[src/soc_bus_pkg.sv]
// Bus package: request and response types, address view and peripheral slot map
package soc_bus_pkg;

    localparam int DATA_W    = 32;
    localparam int ADDR_W    = 32;
    localparam int SLOT_W    = 4;
    localparam int OFFSET_W  = 12;
    localparam int REQ_DEPTH = 2;  // Queue entries, also credits after reset

    // Peripheral slots, same numbering as the SoC APB decoder
    localparam logic [SLOT_W-1:0] SLOT_GPIO  = 4'd1;
    localparam logic [SLOT_W-1:0] SLOT_TIMER = 4'd3;

    typedef struct packed {
        logic [ADDR_W-SLOT_W-OFFSET_W-1:0] unused;
        logic [SLOT_W-1:0]                 slot;
        logic [OFFSET_W-1:0]               offset;
    } bus_addr_fields_t;

    // Raw word for the queue, decoded fields for the bridge
    typedef union packed {
        logic [ADDR_W-1:0] raw;
        bus_addr_fields_t  f;
    } bus_addr_u;

    typedef struct packed {
        logic              write;
        bus_addr_u         addr;
        logic [DATA_W-1:0] wdata;
    } bus_req_t;

    typedef struct packed {
        logic              err;
        logic [DATA_W-1:0] rdata;
    } bus_rsp_t;

    // Shared peripheral bus, selects travel separately
    typedef struct packed {
        logic                enable;
        logic                write;
        logic [OFFSET_W-1:0] offset;
        logic [DATA_W-1:0]   wdata;
    } periph_bus_t;

endpackage

[src/periph_pkg.sv]
// Peripheral package: register map and field sizes of the GPIO and timer blocks
package periph_pkg;

    localparam int GPIO_N = 16;  // Pins
    localparam int TMR_N  = 2;   // Compare channels
    localparam int IRQ_N  = 3;   // GPIO, timer A, timer B

    //////////////////////////////
    // GPIO registers
    //////////////////////////////
    localparam logic [11:0] GPIO_DIR      = 12'h000;
    localparam logic [11:0] GPIO_OUT      = 12'h004;
    localparam logic [11:0] GPIO_IN       = 12'h008;
    localparam logic [11:0] GPIO_INT_EN   = 12'h00C;
    localparam logic [11:0] GPIO_INT_STAT = 12'h010;  // Write 1 to clear

    //////////////////////////////
    // Timer registers
    //////////////////////////////
    localparam logic [11:0] TMR_CTRL  = 12'h000;  // Bit 0 enables A, bit 1 enables B
    localparam logic [11:0] TMR_A_CMP = 12'h004;
    localparam logic [11:0] TMR_B_CMP = 12'h008;
    localparam logic [11:0] TMR_A_CNT = 12'h00C;
    localparam logic [11:0] TMR_B_CNT = 12'h010;
    localparam logic [11:0] TMR_STAT  = 12'h014;  // Bit 0 A, bit 1 B

endpackage

[src/req_queue.sv]
// Request queue: credited circular FIFO in front of the APB bridge
`timescale 1ns/1ps

module req_queue (
    input  logic                  clk,
    input  logic                  reset,
    input  logic                  req_valid,
    input  soc_bus_pkg::bus_req_t req,
    input  logic                  head_take,
    output logic                  head_valid,
    output soc_bus_pkg::bus_req_t head,
    output logic                  credit_return
);
    import soc_bus_pkg::*;

    bus_req_t                           mem [REQ_DEPTH];
    logic [$clog2(REQ_DEPTH)-1:0]       wr_ptr, rd_ptr;
    logic [$clog2(REQ_DEPTH+1)-1:0]     count;
    logic                               pop;

    assign head_valid    = (count != '0);
    assign head          = mem[rd_ptr];
    assign pop           = head_take && head_valid;
    assign credit_return = pop;  // One credit back per entry handed on

    always_ff @(posedge clk) begin
        if (req_valid) begin
            mem[wr_ptr] <= req;
        end
    end

    always_ff @(posedge clk) begin
        if (reset) begin
            wr_ptr <= '0;
            rd_ptr <= '0;
            count  <= '0;
        end else begin
            if (req_valid) begin
                wr_ptr <= (wr_ptr == REQ_DEPTH - 1) ? '0 : wr_ptr + 1'b1;
            end
            if (pop) begin
                rd_ptr <= (rd_ptr == REQ_DEPTH - 1) ? '0 : rd_ptr + 1'b1;
            end
            case ({req_valid, pop})
                2'b10:   count <= count + 1'b1;
                2'b01:   count <= count - 1'b1;
                default: count <= count;  // Idle, or push and pop together
            endcase
        end
    end

endmodule

[src/apb_bridge.sv]
// APB bridge: setup and access sequencing, slot decode and response capture
`timescale 1ns/1ps

module apb_bridge (
    input  logic                             clk,
    input  logic                             reset,
    input  logic                             head_valid,
    input  soc_bus_pkg::bus_req_t            head,
    output logic                             head_take,
    output soc_bus_pkg::periph_bus_t         pbus,
    output logic                             gpio_sel,
    output logic                             timer_sel,
    input  logic [soc_bus_pkg::DATA_W-1:0]   gpio_rdata,
    input  logic [soc_bus_pkg::DATA_W-1:0]   timer_rdata,
    output logic                             rsp_valid,
    output soc_bus_pkg::bus_rsp_t            rsp
);
    import soc_bus_pkg::*;

    typedef enum logic [1:0] {
        ST_IDLE,
        ST_SETUP,
        ST_ACCESS
    } state_t;

    state_t   state;
    bus_req_t cur;  // Transfer in flight
    logic     gpio_hit, timer_hit;
    logic     busy;

    // Next setup may overlap the response cycle
    assign head_take = head_valid && (state == ST_IDLE || state == ST_ACCESS);

    assign gpio_hit  = (cur.addr.f.slot == SLOT_GPIO);
    assign timer_hit = (cur.addr.f.slot == SLOT_TIMER);
    assign busy      = (state != ST_IDLE);

    assign gpio_sel  = busy && gpio_hit;
    assign timer_sel = busy && timer_hit;  // No select for an empty slot

    assign pbus.enable = (state == ST_ACCESS);
    assign pbus.write  = cur.write;
    assign pbus.offset = cur.addr.f.offset;
    assign pbus.wdata  = cur.wdata;

    always_ff @(posedge clk) begin
        if (head_take) begin
            cur <= head;
        end
    end

    //////////////////////////////
    // Phase sequencer
    //////////////////////////////
    always_ff @(posedge clk) begin
        if (reset) begin
            state <= ST_IDLE;
        end else if (head_take) begin
            state <= ST_SETUP;
        end else if (state == ST_SETUP) begin
            state <= ST_ACCESS;
        end else begin
            state <= ST_IDLE;
        end
    end

    //////////////////////////////
    // Response capture
    //////////////////////////////
    always_ff @(posedge clk) begin
        if (reset) begin
            rsp_valid <= 1'b0;
        end else begin
            rsp_valid <= (state == ST_ACCESS);
        end
    end

    always_ff @(posedge clk) begin
        if (state == ST_ACCESS) begin
            rsp.err <= !(gpio_hit || timer_hit);
            if (cur.write) begin
                rsp.rdata <= '0;
            end else if (gpio_hit) begin
                rsp.rdata <= gpio_rdata;
            end else if (timer_hit) begin
                rsp.rdata <= timer_rdata;
            end else begin
                rsp.rdata <= '0;  // Unmapped slot
            end
        end
    end

endmodule

[src/apb_gpio.sv]
// GPIO block: direction, output, synchronized input and rising-edge interrupts
`timescale 1ns/1ps

module apb_gpio (
    input  logic                           clk,
    input  logic                           reset,
    input  logic                           sel,
    input  soc_bus_pkg::periph_bus_t       pbus,
    output logic [soc_bus_pkg::DATA_W-1:0] rdata,
    input  logic [periph_pkg::GPIO_N-1:0]  gpio_in,
    output logic [periph_pkg::GPIO_N-1:0]  gpio_out,
    output logic [periph_pkg::GPIO_N-1:0]  gpio_oe,
    output logic                           irq
);
    import soc_bus_pkg::*;
    import periph_pkg::*;

    logic [GPIO_N-1:0] dir_q, out_q, int_en_q, stat_q;
    logic [GPIO_N-1:0] sync1_q, sync2_q, prev_q;
    logic [GPIO_N-1:0] rise, stat_clr;
    logic              wr_en;

    assign wr_en    = sel && pbus.enable && pbus.write;
    assign rise     = sync2_q & ~prev_q & int_en_q;  // Enabled pins only
    assign stat_clr = (wr_en && pbus.offset == GPIO_INT_STAT) ? pbus.wdata[GPIO_N-1:0] : '0;

    always_ff @(posedge clk) begin
        if (reset) begin
            dir_q    <= '0;
            out_q    <= '0;
            int_en_q <= '0;
            stat_q   <= '0;
            sync1_q  <= '0;
            sync2_q  <= '0;
            prev_q   <= '0;
        end else begin
            sync1_q <= gpio_in;
            sync2_q <= sync1_q;
            prev_q  <= sync2_q;                    // Edge reference
            stat_q  <= (stat_q & ~stat_clr) | rise; // New edge beats clear
            if (wr_en) begin
                case (pbus.offset)
                    GPIO_DIR:    dir_q    <= pbus.wdata[GPIO_N-1:0];
                    GPIO_OUT:    out_q    <= pbus.wdata[GPIO_N-1:0];
                    GPIO_INT_EN: int_en_q <= pbus.wdata[GPIO_N-1:0];
                    default:     ;
                endcase
            end
        end
    end

    always_comb begin
        rdata = '0;
        case (pbus.offset)
            GPIO_DIR:      rdata[GPIO_N-1:0] = dir_q;
            GPIO_OUT:      rdata[GPIO_N-1:0] = out_q;
            GPIO_IN:       rdata[GPIO_N-1:0] = sync2_q;
            GPIO_INT_EN:   rdata[GPIO_N-1:0] = int_en_q;
            GPIO_INT_STAT: rdata[GPIO_N-1:0] = stat_q;
            default:       rdata = '0;
        endcase
    end

    assign gpio_out = out_q;
    assign gpio_oe  = dir_q;
    assign irq      = |stat_q;

endmodule

[src/apb_timer.sv]
// Compare timer: two free-running channels with sticky match flags
`timescale 1ns/1ps

module apb_timer (
    input  logic                           clk,
    input  logic                           reset,
    input  logic                           sel,
    input  soc_bus_pkg::periph_bus_t       pbus,
    output logic [soc_bus_pkg::DATA_W-1:0] rdata,
    output logic [periph_pkg::TMR_N-1:0]   irq
);
    import soc_bus_pkg::*;
    import periph_pkg::*;

    logic [TMR_N-1:0]  ctrl_q, stat_q;
    logic [DATA_W-1:0] cnt_q [TMR_N];
    logic [DATA_W-1:0] cmp_q [TMR_N];
    logic [TMR_N-1:0]  hit, stat_clr;
    logic              wr_en;

    assign wr_en    = sel && pbus.enable && pbus.write;
    assign stat_clr = (wr_en && pbus.offset == TMR_STAT) ? pbus.wdata[TMR_N-1:0] : '0;

    always_comb begin
        for (int ch = 0; ch < TMR_N; ch++) begin
            hit[ch] = ctrl_q[ch] && (cnt_q[ch] == cmp_q[ch]);
        end
    end

    always_ff @(posedge clk) begin
        if (reset) begin
            ctrl_q <= '0;
            stat_q <= '0;
            for (int ch = 0; ch < TMR_N; ch++) begin
                cnt_q[ch] <= '0;
                cmp_q[ch] <= '0;
            end
        end else begin
            for (int ch = 0; ch < TMR_N; ch++) begin
                if (hit[ch]) begin
                    cnt_q[ch] <= '0;  // Wrap on match
                end else if (ctrl_q[ch]) begin
                    cnt_q[ch] <= cnt_q[ch] + 1'b1;
                end
            end
            stat_q <= (stat_q & ~stat_clr) | hit;
            if (wr_en) begin
                case (pbus.offset)  // Bus write wins over counting
                    TMR_CTRL:  ctrl_q   <= pbus.wdata[TMR_N-1:0];
                    TMR_A_CMP: cmp_q[0] <= pbus.wdata;
                    TMR_B_CMP: cmp_q[1] <= pbus.wdata;
                    TMR_A_CNT: cnt_q[0] <= pbus.wdata;
                    TMR_B_CNT: cnt_q[1] <= pbus.wdata;
                    default:   ;
                endcase
            end
        end
    end

    always_comb begin
        rdata = '0;
        case (pbus.offset)
            TMR_CTRL:  rdata[TMR_N-1:0] = ctrl_q;
            TMR_A_CMP: rdata = cmp_q[0];
            TMR_B_CMP: rdata = cmp_q[1];
            TMR_A_CNT: rdata = cnt_q[0];
            TMR_B_CNT: rdata = cnt_q[1];
            TMR_STAT:  rdata[TMR_N-1:0] = stat_q;
            default:   rdata = '0;
        endcase
    end

    assign irq = stat_q;

endmodule

[src/periph_subsys.sv]
// Peripheral subsystem top: request queue, APB bridge, GPIO and compare timer
`timescale 1ns/1ps

module periph_subsys (
    input  logic                          clk,
    input  logic                          reset,
    input  logic                          req_valid,
    input  soc_bus_pkg::bus_req_t         req,
    output logic                          credit_return,
    output logic                          rsp_valid,
    output soc_bus_pkg::bus_rsp_t         rsp,
    input  logic [periph_pkg::GPIO_N-1:0] gpio_in,
    output logic [periph_pkg::GPIO_N-1:0] gpio_out,
    output logic [periph_pkg::GPIO_N-1:0] gpio_oe,
    output logic [periph_pkg::IRQ_N-1:0]  irq
);
    import soc_bus_pkg::*;
    import periph_pkg::*;

    logic              head_valid;
    bus_req_t          head;
    logic              head_take;
    periph_bus_t       pbus;
    logic              gpio_sel, timer_sel;
    logic [DATA_W-1:0] gpio_rdata, timer_rdata;
    logic              gpio_irq;
    logic [TMR_N-1:0]  timer_irq;

    req_queue i_req_queue (
        .clk, .reset, .req_valid, .req, .head_take,
        .head_valid, .head, .credit_return
    );

    apb_bridge i_apb_bridge (
        .clk, .reset, .head_valid, .head, .head_take, .pbus,
        .gpio_sel, .timer_sel, .gpio_rdata, .timer_rdata, .rsp_valid, .rsp
    );

    apb_gpio i_apb_gpio (
        .clk, .reset, .sel(gpio_sel), .pbus, .rdata(gpio_rdata),
        .gpio_in, .gpio_out, .gpio_oe, .irq(gpio_irq)
    );

    apb_timer i_apb_timer (
        .clk, .reset, .sel(timer_sel), .pbus, .rdata(timer_rdata), .irq(timer_irq)
    );

    assign irq = {timer_irq, gpio_irq};  // GPIO lowest, timer B on top

endmodule

[config.mk]
export PLATFORM = sky130hd
export DESIGN_NAME = periph_subsys
export DESIGN_NICKNAME = d
export VERILOG_FILES = /design/src/soc_bus_pkg.sv /design/src/periph_pkg.sv /design/src/req_queue.sv /design/src/apb_bridge.sv /design/src/apb_gpio.sv /design/src/apb_timer.sv /design/src/periph_subsys.sv
export SDC_FILE = /design/constraint.sdc
export NUM_CORES = 1
export LEC_CHECK = 0
export ABC_AREA = 1
export BUFFER_PORTS_ARGS = -buffer_cell sky130_fd_sc_hd__buf_2
export CELL_PAD_IN_SITES_DETAIL_PLACEMENT = 2
export CELL_PAD_IN_SITES_GLOBAL_PLACEMENT = 2
export CORE_ASPECT_RATIO = 1.75
export CORE_MARGIN = 2
export CORE_UTILIZATION = 35
export CTS_CLUSTER_DIAMETER = 120
export CTS_CLUSTER_SIZE = 16
export DETAILED_ROUTE_END_ITERATION = 7
export HOLD_SLACK_MARGIN = 0.12
export PLACE_DENSITY = 0.77
export SYNTH_ARGS = -nofsm -noshare
export SYNTH_HDL_FRONTEND = slang
export SYNTH_HIERARCHICAL = 1
export SYNTH_SLANG_ARGS = --single-unit
[constraint.sdc]
create_clock -name clk -period 4.8 [get_ports clk]
set_input_delay 0.96 -clock clk [delete_from_list [all_inputs] [get_ports clk]]
set_output_delay 0.96 -clock clk [all_outputs]
set_load 0.02 [all_outputs]
==> results.yml <==
outcome:
  outcome: "finished, final reports clean"
global_route:
  grt_remaining_overflow: 0
  grt_pass1_wl_um: 115000
  grt_usage_pct: 24.3
  antenna_found_initial: 2
  grt_max_degree: 67
  grt_pass1_vias: 18500
worst_setup_path:
  critical_path_class: "reg -> reg"
  cp-end-kind: "flip-flop"
  ff2ff_setup_slack_ps: 1280
  worstPathArrival_ps: 3990
  cp-start-kind: "flip-flop"
  r2r_start: "i_apb_bridge/cur[45]"
  crit_fanout: 33
  r2r-end: "i_apb_timer/cnt_q[1][17]"
  crit_required_ps: 5280
  rr_worst_depth: 10
final_layout:
  syn2layout_area_growth_pct: 7.85
  fin_util_pct: 38.2
  n_antenna_cell: 0
  nFillCells: 6873
  stdcell_area_mm2: 0.0234
  nNetsFinal: 2477
  drive_above_1_share_pct: 14.9
synth:
  syn_area_per_cell_um2: 9.26
  synthCells: 2340
  yosys_warnings: 6
  synthesis.area_mm2: 0.0217
timing:
  setup_violations: 0
  post-route-period-util_pct: 73.2
  maxSlewHeadroom_pct: 20.4
  worst_pin_slew_ps: 1190
  rsz0062_at_grt: "false"
  hold_viol_final: 0
  fin_skew_ps: 20.2
  slew_violations: 0
  min_period_ps: 3520
  max_freq_mhz: 284
hold_path:
  worstHoldStart: "i_apb_gpio/sync1_q[3]"
  hold_end: "i_apb_gpio/sync2_q[3]"
  hp-class: "reg -> reg"
  min_path_cells: 2
route:
  drt_iter0_markers: 841
  avgRoutedWirePerCell_um: 24.2
  postRouteAntennaNets: 0
  firstDrtPassIters: 5
  drc_errors: 0
  finalWirelength_um: 77400
  vias_per_cell: 5.16
  vias: 16500
die:
  die_h_um: 333
  io_pins: 154
  num_rows: 120
  core_mm2: 0.0613
  initial_utilization_pct: 35.4
  die-area_mm2: 0.0640
  die_width_um: 192
cts:
  ctsHoldBuffers: 0
  cts_tree: "done"
  cts_setup_buffers: 0
  cts_resized: 0
  numCtsBuffers: 30
  cts_root_buf: "clkbuf_16"
  max-clock-path-buffers: 3
  h-tree-depth: 1
  worstSkewPairLatency_ps: 630
  clkTransAtPathRegs_ps: 80
  clock_sinks: 432
placement:
  hpwlAfterDp_um: 57200
  gp_congestion: 0.883
  placed_cell_area_mm2: 0.0225
  port_buffers: 137
power:
  p_per_area_mw_per_mm2: 353
  vdd_drop_max_mv: 0.325
  leakage_nw: 9.05
run:
  maxCapViolations: 0
worst max-delay path, cell delays in order (launching register included):
cell,delay [ps]
edfxtp_1,440
nand2_1,100
inv_2,470
nand2_1,100
a21oi_1,150
nand3_1,200
nor2_1,540
nand3_4,150
inv_1,850
nand2_1,220
o21ai_2,120
metal layers:
| layer | part of all wire (%) | wire length (µm) | global-route usage (%) | vias up |
|---|---|---|---|---|
| met5 | 0 | 0 | 0 | - |
| met4 | 7.0 | 5390 | 14.9 | 0 |
| met3 | 2.4 | 1890 | 1.82 | 162 |
| met2 | 56 | 43100 | 47.8 | 341 |
| met1 | 35 | 27000 | 24.2 | 8378 |
| li1 | - | - | - | 7666 |
layout make-up:
class                      instances  area (µm²)  area share, %
clock buffer                      52         833           3.57
multi-input combinational       1490        7910           33.8
timing repair buffer             160         858           3.67
inverter                         276        1040           4.43
clock inverter                     1        16.3         0.0696
tap                              793         992           4.24
sequential                       432       11700           50.2
through the flow:
stage / power (mW) / setup slack (ps) / hold WS (ps) / cells / setup TNS, ps
floorplan: 5.44 / -237 / 388 / 2355 / -15140
global placement: 5.77 / 1420 / 397 / 3151 / 0
detailed placement: 5.84 / 1280 / 401 / 3151 / 0
CTS: 8.36 / 1240 / 412 / 3204 / 0
global route: 8.55 / 950 / 432 / 3204 / 0
finish: 8.26 / 1280 / 406 / 3204 / 0
registers in the layout (all words and copies together), names as in the netlist, 33 cells and up, named ones only:
signal and flops:
i_req_queue/mem 98, i_apb_timer/cnt_q 64, i_apb_bridge/pbus 45, i_apb_timer/cmp_q 64, i_apb_bridge/rsp 33
power by group:
group / leakage, nW / internal, mW / switching [mW]
sequential: 4.01 / 4.30 / 0.439
clock: 0.403 / 1.17 / 1.34
combinational: 4.64 / 0.301 / 0.697
how the worst max path moves through the flow:
stage,from,end,slack [ps],cells past startpoint
final,i_apb_bridge/cur[45],i_apb_timer/cnt_q[1][17],1280,10
after global routing,i_apb_bridge/cur[45],i_apb_timer/cnt_q[1][10],950,10
after CTS,i_apb_bridge/cur[45],i_apb_timer/cnt_q[1][17],1240,10
after global placement,i_apb_bridge/cur[45],i_apb_timer/cnt_q[1][28],1420,10
after floorplan,i_apb_bridge/state[1],i_apb_timer/cmp_q[0][32],-240,4
after detailed placement,i_apb_bridge/cur[45],i_apb_timer/cnt_q[1][10],1280,10
layout by cell type, fill, tap and decap left out, types with 2 or more instances in the layout:
cell type,instances
a21oi_1,39
a21oi_2,29
and3_1,2
buf_2,137
buf_4,23
clkbuf_1,22
clkbuf_16,30
conb_1,16
dfxtp_1,123
edfxtp_1,308
ha_1,3
inv_1,268
inv_2,8
mux2_2,3
mux2_4,46
nand2_1,522
nand2_2,5
nand3_1,138
nand3_2,33
nand3b_1,20
nand4_1,61
nor2_1,317
nor2_2,7
nor2_4,6
nor3_1,17
nor3_4,2
nor4_1,4
o2111ai_1,14
o21ai_0,66
o21ai_1,21
o21ai_2,22
xnor2_1,51
xor2_1,36
Note: power is estimated with default switching activity, not from simulation.
